<file path="config.mk">
export PLATFORM = sky130hd
export DESIGN_NAME = vlb_top
export DESIGN_NICKNAME = d
export VERILOG_FILES = /design/src/hw/vlb_pkg.sv /design/src/hw/queue_snapshot.sv /design/src/hw/relay_allocator.sv /design/src/hw/relay_route_table.sv /design/src/hw/slot_ctrl_parser.sv /design/src/hw/vlb_top.sv
export SDC_FILE = /design/constraint.sdc
export NUM_CORES = 2
export LEC_CHECK = 0
export BUFFER_PORTS_ARGS = -buffer_cell sky130_fd_sc_hd__buf_2
export CORE_AREA = 5 5 646 648
export CTS_BUF_LIST = sky130_fd_sc_hd__clkbuf_8
export DETAILED_ROUTE_END_ITERATION = 10
export DIE_AREA = 0 0 651 653
export GPL_ROUTABILITY_DRIVEN = 0
export GPL_TIMING_DRIVEN = 0
export PLACE_DENSITY_LB_ADDON = 0.2
export SLEW_MARGIN = 20
export SYNTH_ARGS = -nofsm -noshare
export SYNTH_HDL_FRONTEND = slang
export SYNTH_SLANG_ARGS = --single-unit
</file>
<file path="constraint.sdc">
create_clock -name i_clk -period 22.6 [get_ports i_clk]
set_input_delay 6.78 -clock i_clk [delete_from_list [all_inputs] [get_ports i_clk]]
set_output_delay 6.78 -clock i_clk [all_outputs]
set_load 0.02 [all_outputs]
</file>
<file path="src/hw/vlb_pkg.sv">
package vlb_pkg;

    //////////////////////////////
    // rack and slot geometry
    //////////////////////////////
    localparam int unsigned tor_num  = 8;
    localparam int unsigned tor_w    = 3;
    localparam int unsigned slot_num = 2;
    localparam int unsigned slot_w   = 1;

    //////////////////////////////
    // identity and limits
    //////////////////////////////
    localparam int unsigned my_tor_id = 0;
    localparam int unsigned size_w    = 32;

    typedef logic [size_w-1:0] size_t;

    // per-destination buffer budget for one slot
    localparam size_t slot_max_pkt = 32'h0004_0000;

    //////////////////////////////
    // controller stream
    //////////////////////////////
    localparam logic [15:0] slot_id_type = 16'hff03;
    localparam int unsigned ctrl_w       = 64;
    localparam int unsigned keep_w       = 8;

    // one entry per destination rack
    typedef size_t [tor_num-1:0] size_vec_t;

    typedef logic [tor_w-1:0]  tor_t;
    typedef logic [slot_w-1:0] slot_t;

endpackage

</file>
<file path="src/hw/queue_snapshot.sv">
`timescale 1ns/1ns

module queue_snapshot (
    input  logic               i_clk,
    input  logic               i_rst,
    input  logic               i_slot_start,
    input  logic               i_check_queue_resp_ready,
    input  vlb_pkg::size_vec_t i_local_queue_size,
    input  vlb_pkg::size_vec_t i_unlocal_queue_size,
    input  vlb_pkg::size_vec_t i_grant,
    input  logic               i_grant_valid,
    output logic               o_check_queue_req_valid,
    output logic               o_snapshot,
    output vlb_pkg::size_vec_t o_avail
);

    logic [2:0]         resp_sync;
    logic               snap_d;
    vlb_pkg::size_vec_t local_q;
    vlb_pkg::size_vec_t unlocal_q;

    //////////////////////////////
    // request / ready level pair
    //////////////////////////////
    always_ff @(posedge i_clk or posedge i_rst) begin
        if (i_rst) begin
            o_check_queue_req_valid <= 1'b0;
        end else if (resp_sync[2]) begin
            o_check_queue_req_valid <= 1'b0;
        end else if (i_slot_start) begin
            o_check_queue_req_valid <= 1'b1;
        end
    end

    // ready comes from the controller clock domain
    always_ff @(posedge i_clk or posedge i_rst) begin
        if (i_rst) begin
            resp_sync <= 3'b000;
            snap_d    <= 1'b0;
        end else begin
            resp_sync <= {resp_sync[1:0], i_check_queue_resp_ready};
            snap_d    <= o_snapshot;
        end
    end

    // rising edge of the synchronized ready
    assign o_snapshot = resp_sync[1] && !resp_sync[2];

    always_ff @(posedge i_clk) begin
        if (o_snapshot) begin
            local_q   <= i_local_queue_size;
            unlocal_q <= i_unlocal_queue_size;
        end
    end

    //////////////////////////////
    // availability ledger
    //////////////////////////////
    always_ff @(posedge i_clk or posedge i_rst) begin
        if (i_rst) begin
            o_avail <= '0;
        end else if (snap_d) begin
            for (int t = 0; t < vlb_pkg::tor_num; t++) begin
                o_avail[t] <= vlb_pkg::slot_max_pkt - local_q[t] - unlocal_q[t];
            end
        end else if (i_grant_valid) begin
            // every relay grant is charged here
            for (int t = 0; t < vlb_pkg::tor_num; t++) begin
                o_avail[t] <= o_avail[t] - i_grant[t];
            end
        end
    end

endmodule

</file>
<file path="src/hw/relay_allocator.sv">
`timescale 1ns/1ns

module relay_allocator (
    input  logic               i_clk,
    input  logic               i_rst,
    input  vlb_pkg::size_vec_t i_offer0,
    input  vlb_pkg::size_t     i_offer0_cap,
    input  logic               i_offer0_valid,
    input  vlb_pkg::size_vec_t i_offer1,
    input  vlb_pkg::size_t     i_offer1_cap,
    input  logic               i_offer1_valid,
    input  vlb_pkg::size_vec_t i_avail,
    input  vlb_pkg::tor_t      i_next_even,
    input  vlb_pkg::tor_t      i_next_odd,
    output vlb_pkg::size_vec_t o_relay0,
    output logic               o_relay0_valid,
    output vlb_pkg::size_vec_t o_relay1,
    output logic               o_relay1_valid,
    output vlb_pkg::size_vec_t o_grant,
    output logic               o_grant_valid
);

    vlb_pkg::size_vec_t pend0_offer;
    vlb_pkg::size_vec_t pend1_offer;
    vlb_pkg::size_t     pend0_cap;
    vlb_pkg::size_t     pend1_cap;
    logic [1:0]         pend_valid;
    vlb_pkg::size_vec_t work_offer;
    vlb_pkg::size_t     work_cap;
    logic               busy;
    logic               calc;
    logic               sel;
    logic               take0;
    logic               take1;
    vlb_pkg::size_t     g0;
    vlb_pkg::size_t     g1;
    vlb_pkg::size_vec_t grant_d;

    function automatic vlb_pkg::size_t min3(input vlb_pkg::size_t a,
                                            input vlb_pkg::size_t b,
                                            input vlb_pkg::size_t c);
        vlb_pkg::size_t m;
        m = (a < b) ? a : b;
        return (m < c) ? m : c;
    endfunction

    //////////////////////////////
    // pending offers
    //////////////////////////////
    always_ff @(posedge i_clk) begin
        if (i_offer0_valid) begin
            pend0_offer <= i_offer0;
            pend0_cap   <= i_offer0_cap;
        end
        if (i_offer1_valid) begin
            pend1_offer <= i_offer1;
            pend1_cap   <= i_offer1_cap;
        end
    end

    // fixed priority, uplink 0 first
    assign take0 = !busy && pend_valid[0];
    assign take1 = !busy && !pend_valid[0] && pend_valid[1];

    always_ff @(posedge i_clk or posedge i_rst) begin
        if (i_rst) begin
            pend_valid <= 2'b00;
            busy       <= 1'b0;
            calc       <= 1'b0;
            sel        <= 1'b0;
        end else begin
            calc <= take0 || take1;
            if (take0) begin
                busy          <= 1'b1;
                sel           <= 1'b0;
                pend_valid[0] <= 1'b0;
            end else if (take1) begin
                busy          <= 1'b1;
                sel           <= 1'b1;
                pend_valid[1] <= 1'b0;
            end else if (o_grant_valid) begin
                // ledger charges on this edge
                busy <= 1'b0;
            end
            // a fresh pulse overwrites and keeps the entry pending
            if (i_offer0_valid) begin
                pend_valid[0] <= 1'b1;
            end
            if (i_offer1_valid) begin
                pend_valid[1] <= 1'b1;
            end
        end
    end

    always_ff @(posedge i_clk) begin
        if (take0) begin
            work_offer <= pend0_offer;
            work_cap   <= pend0_cap;
        end else if (take1) begin
            work_offer <= pend1_offer;
            work_cap   <= pend1_cap;
        end
    end

    //////////////////////////////
    // two-step grant
    //////////////////////////////
    always_comb begin
        g0 = min3(work_offer[i_next_even], work_cap, i_avail[i_next_even]);
        g1 = min3(work_offer[i_next_odd], work_cap - g0, i_avail[i_next_odd]);
        grant_d = '0;
        grant_d[i_next_even] = g0;
        grant_d[i_next_odd]  = g1;
    end

    always_ff @(posedge i_clk or posedge i_rst) begin
        if (i_rst) begin
            o_grant       <= '0;
            o_grant_valid <= 1'b0;
        end else begin
            o_grant_valid <= calc;
            if (calc) begin
                o_grant <= grant_d;
            end
        end
    end

    // route the grant to the served uplink
    assign o_relay0       = sel ? '0 : o_grant;
    assign o_relay1       = sel ? o_grant : '0;
    assign o_relay0_valid = o_grant_valid && !sel;
    assign o_relay1_valid = o_grant_valid && sel;

endmodule

</file>
<file path="src/hw/relay_route_table.sv">
`timescale 1ns/1ns

module relay_route_table (
    input  logic           i_clk,
    input  logic           i_rst,
    input  logic           i_snapshot,
    input  vlb_pkg::slot_t i_slot_id,
    output vlb_pkg::tor_t  o_next_even,
    output vlb_pkg::tor_t  o_next_odd
);

    vlb_pkg::tor_t  even_row [vlb_pkg::slot_num];
    vlb_pkg::tor_t  odd_row  [vlb_pkg::slot_num];
    vlb_pkg::slot_t next_slot;
    logic           snap_d;

    // rotation for this rack
    // OCS0 steps forward by 2s+1, OCS1 steps back by 2s+1
    for (genvar s = 0; s < vlb_pkg::slot_num; s++) begin : g_row
        assign even_row[s] = vlb_pkg::tor_t'(
            (vlb_pkg::my_tor_id + 2 * s + 1) % vlb_pkg::tor_num);
        assign odd_row[s]  = vlb_pkg::tor_t'(
            (vlb_pkg::my_tor_id + vlb_pkg::tor_num - ((2 * s + 1) % vlb_pkg::tor_num))
            % vlb_pkg::tor_num);
    end

    assign next_slot = (i_slot_id == vlb_pkg::slot_t'(vlb_pkg::slot_num - 1)) ?
                       '0 : i_slot_id + 1'b1;

    // load together with the availability ledger
    always_ff @(posedge i_clk or posedge i_rst) begin
        if (i_rst) begin
            snap_d      <= 1'b0;
            o_next_even <= '0;
            o_next_odd  <= '0;
        end else begin
            snap_d <= i_snapshot;
            if (snap_d) begin
                o_next_even <= even_row[next_slot];
                o_next_odd  <= odd_row[next_slot];
            end
        end
    end

endmodule

</file>
<file path="src/hw/slot_ctrl_parser.sv">
`timescale 1ns/1ns

module slot_ctrl_parser (
    input  logic                       i_clk,
    input  logic                       i_rst,
    input  logic                       i_ctrl_valid,
    input  logic [vlb_pkg::ctrl_w-1:0] i_ctrl_data,
    input  logic                       i_ctrl_last,
    output logic                       o_slot_start,
    output vlb_pkg::slot_t             o_slot_id
);

    logic [3:0] beat_cnt;
    logic       slot_hit;

    // beat index inside the current frame
    // saturates so long frames never alias beat 1
    always_ff @(posedge i_clk or posedge i_rst) begin
        if (i_rst) begin
            beat_cnt <= '0;
        end else if (i_ctrl_valid && i_ctrl_last) begin
            beat_cnt <= '0;
        end else if (i_ctrl_valid && (beat_cnt != 4'hf)) begin
            beat_cnt <= beat_cnt + 4'd1;
        end
    end

    // frame type sits in bits 31..16 of beat 1
    assign slot_hit = i_ctrl_valid && (beat_cnt == 4'd1) &&
                      (i_ctrl_data[31:16] == vlb_pkg::slot_id_type);

    always_ff @(posedge i_clk or posedge i_rst) begin
        if (i_rst) begin
            o_slot_start <= 1'b0;
        end else begin
            o_slot_start <= slot_hit;
        end
    end

    // current slot id, held until the next slot frame
    always_ff @(posedge i_clk or posedge i_rst) begin
        if (i_rst) begin
            o_slot_id <= '0;
        end else if (slot_hit) begin
            o_slot_id <= i_ctrl_data[vlb_pkg::slot_w-1:0];
        end
    end

endmodule

</file>
<file path="src/hw/vlb_top.sv">
`timescale 1ns/1ns

module vlb_top (
    input  logic                       i_clk,
    input  logic                       i_rst,
    // controller stream
    input  logic                       i_ctrl_valid,
    input  logic [vlb_pkg::ctrl_w-1:0] i_ctrl_data,
    input  logic                       i_ctrl_last,
    input  logic [vlb_pkg::keep_w-1:0] i_ctrl_keep,
    input  logic                       i_ctrl_user,
    // queue snapshot
    input  logic                       i_check_queue_resp_ready,
    input  vlb_pkg::size_vec_t         i_local_queue_size,
    input  vlb_pkg::size_vec_t         i_unlocal_queue_size,
    output logic                       o_check_queue_req_valid,
    // uplink 0
    input  vlb_pkg::size_vec_t         i_offer0,
    input  vlb_pkg::size_t             i_offer0_cap,
    input  logic                       i_offer0_valid,
    output vlb_pkg::size_vec_t         o_relay0,
    output logic                       o_relay0_valid,
    // uplink 1
    input  vlb_pkg::size_vec_t         i_offer1,
    input  vlb_pkg::size_t             i_offer1_cap,
    input  logic                       i_offer1_valid,
    output vlb_pkg::size_vec_t         o_relay1,
    output logic                       o_relay1_valid,
    // slot
    output logic                       o_slot_start,
    output vlb_pkg::slot_t             o_slot_id
);

    logic               snapshot;
    vlb_pkg::size_vec_t avail;
    vlb_pkg::size_vec_t grant;
    logic               grant_valid;
    vlb_pkg::tor_t      next_even;
    vlb_pkg::tor_t      next_odd;

    slot_ctrl_parser u_parser (
        .i_clk        (i_clk),
        .i_rst        (i_rst),
        .i_ctrl_valid (i_ctrl_valid),
        .i_ctrl_data  (i_ctrl_data),
        .i_ctrl_last  (i_ctrl_last),
        .o_slot_start (o_slot_start),
        .o_slot_id    (o_slot_id)
    );

    queue_snapshot u_snapshot (
        .i_clk                    (i_clk),
        .i_rst                    (i_rst),
        .i_slot_start             (o_slot_start),
        .i_check_queue_resp_ready (i_check_queue_resp_ready),
        .i_local_queue_size       (i_local_queue_size),
        .i_unlocal_queue_size     (i_unlocal_queue_size),
        .i_grant                  (grant),
        .i_grant_valid            (grant_valid),
        .o_check_queue_req_valid  (o_check_queue_req_valid),
        .o_snapshot               (snapshot),
        .o_avail                  (avail)
    );

    relay_route_table u_route (
        .i_clk       (i_clk),
        .i_rst       (i_rst),
        .i_snapshot  (snapshot),
        .i_slot_id   (o_slot_id),
        .o_next_even (next_even),
        .o_next_odd  (next_odd)
    );

    relay_allocator u_alloc (
        .i_clk          (i_clk),
        .i_rst          (i_rst),
        .i_offer0       (i_offer0),
        .i_offer0_cap   (i_offer0_cap),
        .i_offer0_valid (i_offer0_valid),
        .i_offer1       (i_offer1),
        .i_offer1_cap   (i_offer1_cap),
        .i_offer1_valid (i_offer1_valid),
        .i_avail        (avail),
        .i_next_even    (next_even),
        .i_next_odd     (next_odd),
        .o_relay0       (o_relay0),
        .o_relay0_valid (o_relay0_valid),
        .o_relay1       (o_relay1),
        .o_relay1_valid (o_relay1_valid),
        .o_grant        (grant),
        .o_grant_valid  (grant_valid)
    );

endmodule
</file>
== Word-level counts from Yosys, hierarchy flattened ==
Index checks and enable logic that the tools add are counted.
Operators by class
  $add $sub $neg: 27
  multiply operators: 0
  div/mod/pow operators: 0
  magnitude comparators: 9
  equal/unequal tests: 4
  shifts and indexed selects: 0
  multiplexer cells: 46
  bitwise operators: 2
  reductions and logical operators: 25
Operators by type and width (count)
  256-bit two-way mux: 6
  32-bit subtractor: 17
  32-bit binary-select mux with 3-bit select: 4
  32-bit two-way mux: 12
  256-bit AND: 1
  256-bit bitwise mux: 1
  19-bit by 32-bit subtractor with 32-bit output, first input constant: 8
  32-bit demux with 3-bit select: 2
  32-bit < comparator: 4
  16-bit == test, second input constant: 1
  1-bit two-way mux: 13
  1-bit logical AND: 12
  3-bit two-way mux: 4
  2-bit nonzero test: 6
  3-bit by 4-bit < comparator with 1-bit output, second input constant: 2
  4-bit two-way mux: 2
  3-bit by 1-bit greater-or-equal comparator with 1-bit output, second input constant: 2
  4-bit by 1-bit adder with 4-bit output, second input constant: 1
  4-bit by 1-bit == test with 1-bit output, second input constant: 1
  1-bit logical NOT: 4
  2-bit two-way mux: 2
  4-bit != test, second input constant: 1
  3-bit nonzero test: 1
  2-bit greater-or-equal comparator, second input constant: 1
  other kinds (5): 5
Storage, ports and cells
  register bits: 1911
  bits in latches: 0
  bits in writable memories: 0
  ROM bits: 0
  input port bits: 1168
  word-level logic and storage cells: 186
  memories kept: 0

== Depth between registers and ports, before layout ==
  word-level depth: 12
  gate-level depth with buffers: 72
  depth with buffers taken out: 58

== Cells and area by module ==
Synthesis repeated with hierarchy kept, for this count alone.
Second synthesis, totals
  cell total of the unflattened synthesis: 10567
  area total of the unflattened synthesis: 112829.5 µm²
Modules (own cells, without submodules)
  relay_allocator: times used 1, cells each 4743, area each 56644.3 µm²
  queue_snapshot: times used 1, cells each 5776, area each 55659.6 µm²
  slot_ctrl_parser: times used 1, cells each 35, area each 360.3 µm²
  relay_route_table: times used 1, cells each 13, area each 165.2 µm²

== Worst setup path before layout ==
OpenSTA, ideal clock, no wires.
  kind: register to register
  start point: register u_snapshot.resp_sync[2]
  end point: register u_route.snap_d
  data arrival time: 17302 ps
  required time: 20718 ps
  slack: 3416 ps
  stages on the path, launching flop included: 2
  path buffers: 0
  path through: dfrtp_1 nor2b_1
On the way
  word-level cells in the longest chain between the ends: 2
Ends and longest elaborated chain
  start, declared: line queue_snapshot.sv:17  | logic [2:0] resp_sync;
  start signal, assigned: line queue_snapshot.sv:41  | resp_sync <= {resp_sync[1:0], i_check_queue_resp_ready};
  1-bit logical NOT: line queue_snapshot.sv:47  | assign o_snapshot = resp_sync[1] && !resp_sync[2];
  1-bit logical AND: line queue_snapshot.sv:47
  net snapshot: line vlb_top.sv:34  | logic snapshot;
  end signal, assigned: line relay_route_table.sv:37  | snap_d <= i_snapshot;
  end, declared: line relay_route_table.sv:15  | logic snap_d;
The timed path passes the listed nets, and every way through them passes these cells.
A chain may end at the register's enable or synchronous reset.

== Final worst setup path ==
  start point: register u_route.o_next_odd[0]
  end point: register u_alloc.o_grant[2] (netlist name)
On the way
  word-level cells in the longest chain between the ends: 7
Ends and longest elaborated chain
  start, declared: line relay_route_table.sv:9  | output vlb_pkg::tor_t o_next_odd
  start signal, assigned: line relay_route_table.sv:40  | o_next_odd <= odd_row[next_slot];
  32-bit binary-select mux with 3-bit select: line relay_allocator.sv:110  | g1 = min3(work_offer[i_next_odd], work_cap - g0, i_avail[i_next_odd]);
  32-bit two-way mux (implied by the code): line relay_allocator.sv:110
  32-bit < comparator: line relay_allocator.sv:43  | m = (a < b) ? a : b;
  32-bit two-way mux: line relay_allocator.sv:43
  32-bit < comparator: line relay_allocator.sv:44  | return (m < c) ? m : c;
  32-bit two-way mux: line relay_allocator.sv:44
  256-bit bitwise mux *: line relay_allocator.sv:113  | grant_d[i_next_odd] = g1;
  end signal, assigned: line relay_allocator.sv:123  | o_grant <= grant_d;
  end, declared: line relay_allocator.sv:19  | output vlb_pkg::size_vec_t o_grant,
Every way passes the cells marked *; elsewhere a longest branch is shown, timed or not. The select of a mux whose other input is x is not followed.

==> run summary <==
Max-cap violations in this run came to 0. The total iterations of the first detailed-routing run is 6. The clock-pin slew on the worst setup and hold paths is 0.06 ns.

The post-synthesis compound-gate area fraction came out at 11.30%. The floorplan step defined a die boundary enclosing 425100 um^2. The worst register-to-register path ends at u_alloc.o_grant[2]$_DFFE_PP0P_. The placeable core region is 411300 um^2, and the ratio of cells with drive above 1 in the final layout is 25.09%.

The tools report the number of hold-slack violations in the final timing report as 0. TritonCTS built the clock tree. Setup repair after global routing left no endpoint under its margin.

The cell type of the slowest stage on the worst timing path was a21oi_1. Counting the buffers created by CTS gives 311. Across every metal layer, demand over resource in global routing totals 23.22%. The total number of yosys warnings was 0; the fraction of the cycle the final worst path needs was 96.38%. Counting every net in the synthesized netlist gives 9535. The via count of the first global-routing pass is 72670, and the post-detailed-placement half-perimeter wirelength is 434800 um. The mean area per synthesized cell works out to 11.17 um^2.

The critical setup path kind was reg -> reg. The worst-margin pin slew is 1.288 ns. Xor/xnor cell area share of the yosys netlist: 3.065%. After synthesis, the share of flip-flops with an asynchronous set or reset is 30.71%. The run gives 4 as the maximum root-to-sink buffer count.

The clock arrives with 0.1038 ns of skew. For this configuration, the core starts out at a cell density of 20.77%. The area added between synthesis and finish is 25.42%, and the DRC violation count after routing is 0. The number of instances on the worst hold path works out to 0. After synthesis, the most frequently instantiated cells are 1056 x edfxtp_1, 879 x inv_1, 705 x ha_1. The flow ran to the end, and the final reports show no timing, DRC or antenna violations. The logs give 514600 um for the overall routed net length and 72450 for the number of vias in the routed layout. The launch point of the worst hold path was u_snapshot.resp_sync[0]$_DFF_PP0_. The post-synthesis instance area was 85450 um^2; the count of port buffers added during placement was 1372. Critical path's most frequent cell: clkbuf_1.

Hold buffer count at CTS: 0. The worst-case headroom to the max-slew limit is 14.14%, and the total of endpoints with negative setup slack in the final report is 0. The path category of the worst min-delay check is reg -> reg. The first global-routing pass estimated 665700 um of wire. Dividing the detail-routed wire length by the instance count gives 33.95 um. Dividing the detail-routed via count by the number of cells gives 4.779. The worst setup path is launched from a flip-flop. The tools report the slack of the worst reg-to-reg path as 0.82 ns.

The clock net sink count came out at 1524. The time the final worst path needs with I/O delays and setup works out to 21.78 ns. Of the synthesized area, sequential elements account for 50.82%. The number of enable-type register cells in the synthesized netlist came out at 1056.

The fraction of synthesized area in multiplexers was 7.855%; the total power of the final layout was 14.76 mW. Data on the critical path is required at its endpoint by 23.51 ns. Synthesis handed over a netlist of 7649 instances.

After Yosys synthesis, full adders, half adders and majority gates account for 10.65% of the synthesized area. After synthesis, the largest family of logic cells by area is compound AO/OA/AOI/OAI gates. For this design the ratio of total power to cell area is 137.7 nW/um^2. The tools report the worst reg2reg path startpoint as u_route.o_next_odd[0]$_DFFE_PP0P_.

Summed over all failing endpoints, the final setup total negative slack is 0 ns. The tools report the clock root buffer as clkbuf_8. The end of the worst hold path was u_snapshot.resp_sync[1]$_DFF_PP0_.

The netlist uses 100 different library cells. The final count of pins violating max slew is 0, and the largest net degree at the start of global routing is 91. In this run, synthesis produced a sequential element count of 1524. By instance count, the leading cell after synthesis is edfxtp_1.

Summed over all layers, the global routing overflow is 0. For the worst-skew pair, the clock arrives at the later sink with an insertion delay of 1.12 ns. The worst path arrival time was 22.69 ns. After Yosys synthesis, and, or, nand and nor cells account for 11.07% of the synthesized area. The number of core rows came out at 236. Yosys attributes the largest share of cell area to edfxtp_1 37%, dfrtp_1 14%, ha_1 10%, inv_1 3.9%, mux2_2 3.3%. In this run the static leakage power is 46.32 nW.

The kind of end point of the critical path was a flip-flop. Static timing analysis puts the maximum clock frequency at 45.91 MHz. The top cell type by area accounts for 37.11% of the synthesized area. The dominant cell type by area after synthesis is edfxtp_1. 1685 I/O pins were placed. The dominant synthesized flop cell is edfxtp_1. The floorplan step set the die height to 653 um. The x dimension of the die was 651 um.

The number of cell instances on the worst register-to-register path was 65; the largest incremental delay on the critical path was 0.81 ns. For the number of DRC markers in iteration 0, the log shows 7346. In this run the worst setup path begins at u_route.o_next_odd[0]$_DFFE_PP0P_. The maximum level of the CTS H-tree was 5. IR analysis of the VDD net gives a maximum drop of 0.1541 mV.

The net total in the final layout was 11290. The largest fanout on the critical path works out to 10. The run gives 199 as the initial antenna violation count. The run gives 0 as the residual antenna-violating net count after detailed routing. Worst hold-check slack: 0.3632 ns.
## state kept, by name, summed over array words and instances, names as in the netlist, 192 cells and up
signal / count
u_alloc.o_grant: 256
u_alloc.work_offer: 192
u_snapshot.local_q: 192
u_alloc.pend0_offer: 192
u_snapshot.o_avail: 192
u_alloc.pend1_offer: 192
u_snapshot.unlocal_q: 192
## routing by layer
layer / global-route usage [%] / routed length, um / up-vias
met5: 0 / 873 / -
met4: 12.67 / 35190 / 140
met3: 6.011 / 43530 / 1071
met2: 38.40 / 237400 / 3905
met1: 27.51 / 197600 / 36200
li1: - / - / 31130
## logic make-up after synthesis
kind of cell,count (synthesis)
muxes,481
AOI/OAI and AO/OA,1481
and+or+nand+nor,1961
buffers and inverters,1183
adders and majority gates,720
DFF,1524
xor gates and xnor gates,299
## worst max-delay path: cells and delay by family, from the launching register on
kind                       cells  cell delay, ns
buffers and inverters         19            6.46
AOI/OAI and AO/OA             23            7.66
xor gates and xnor gates       1            0.14
muxes                          2            1.40
DFF                            1            0.43
adders and majority gates      5            1.54
and+or+nand+nor               15            3.73
## how the worst max path moves through the flow
stage	end	slack, ns	cells past startpoint
after detailed placement	u_alloc.o_grant[188]$_DFFE_PP0P_	-0.37	64
after global placement	u_route.snap_d$_DFF_PP0_	-7.43	1
final	u_alloc.o_grant[2]$_DFFE_PP0P_	0.82	65
after CTS	u_alloc.o_grant[188]$_DFFE_PP0P_	0.21	64
after global routing	u_alloc.o_grant[70]$_DFFE_PP0P_	0.04	66
after floorplan	u_alloc.busy$_DFFE_PP0P_	2.77	1
## what timing repair did
item | CTS | global route
endpoints found under the hold margin | 0 | 0
gates cloned | 0 | 0
pin swaps | 0 | 1
resized for setup | 3 | 6
endpoints found under the setup margin | 69 | 87
setup buffers | 0 | 1
## through the flow
step | setup slack (ns) | cell area (um^2) | cells | util [%]
floorplan | 2.768 | 85450 | 7649 | -
global route | 0.04119 | 107100 | 15120 | 26.03
finish | 0.8183 | 107200 | 15160 | 26.05
detailed placement | -0.3727 | 101000 | 14560 | 24.55
CTS | 0.2096 | 107000 | 15110 | 26.01
global placement | -7.427 | 99160 | 14500 | 24.11
## layout by cell type (no fill, tap or decap), drive strengths merged, types with 17 or more instances in the layout
master and n:
buf 1491, a211oi 88, dfrtp 468, nand2b 36
xor2 85, or3 76, mux2i 105, nor3 146
nand2 374, clkbuf 601, and3 58, nand4 40
mux4 124, ha 705, mux2 252, o211ai 30
a21boi 33, o21a 52, a22o 22, a221o 25
and2 284, a22oi 17, inv 983, nor2b 81
edfxtp 1056, o21ai 300, nand3 111, o21bai 26
a31oi 35, a21o 95, xnor2 214, a21oi 409
diode 47, o22ai 121, a211o 23, clkinv 81
o221ai 43, or2 33, nor2 664
## final cells by class
cell class	instances	area [um^2]
inverters	881	3314
flip-flops and latches	1524	43420
multi-input cells	4942	37690
diodes	47	117.6
fillers	43790	304200
clock buffers	349	4803
plain buffers	302	1260
well taps	5474	6849
clock inverters	199	1202
repair buffers	1441	8503
## power breakdown
group          leakage, nW  switching [mW]  internal (mW)
clock                 3.41            1.42           1.51
sequential            15.9           0.415           3.40
combinational         27.0            5.43           2.57
Note: power is estimated with default switching activity, not from simulation.
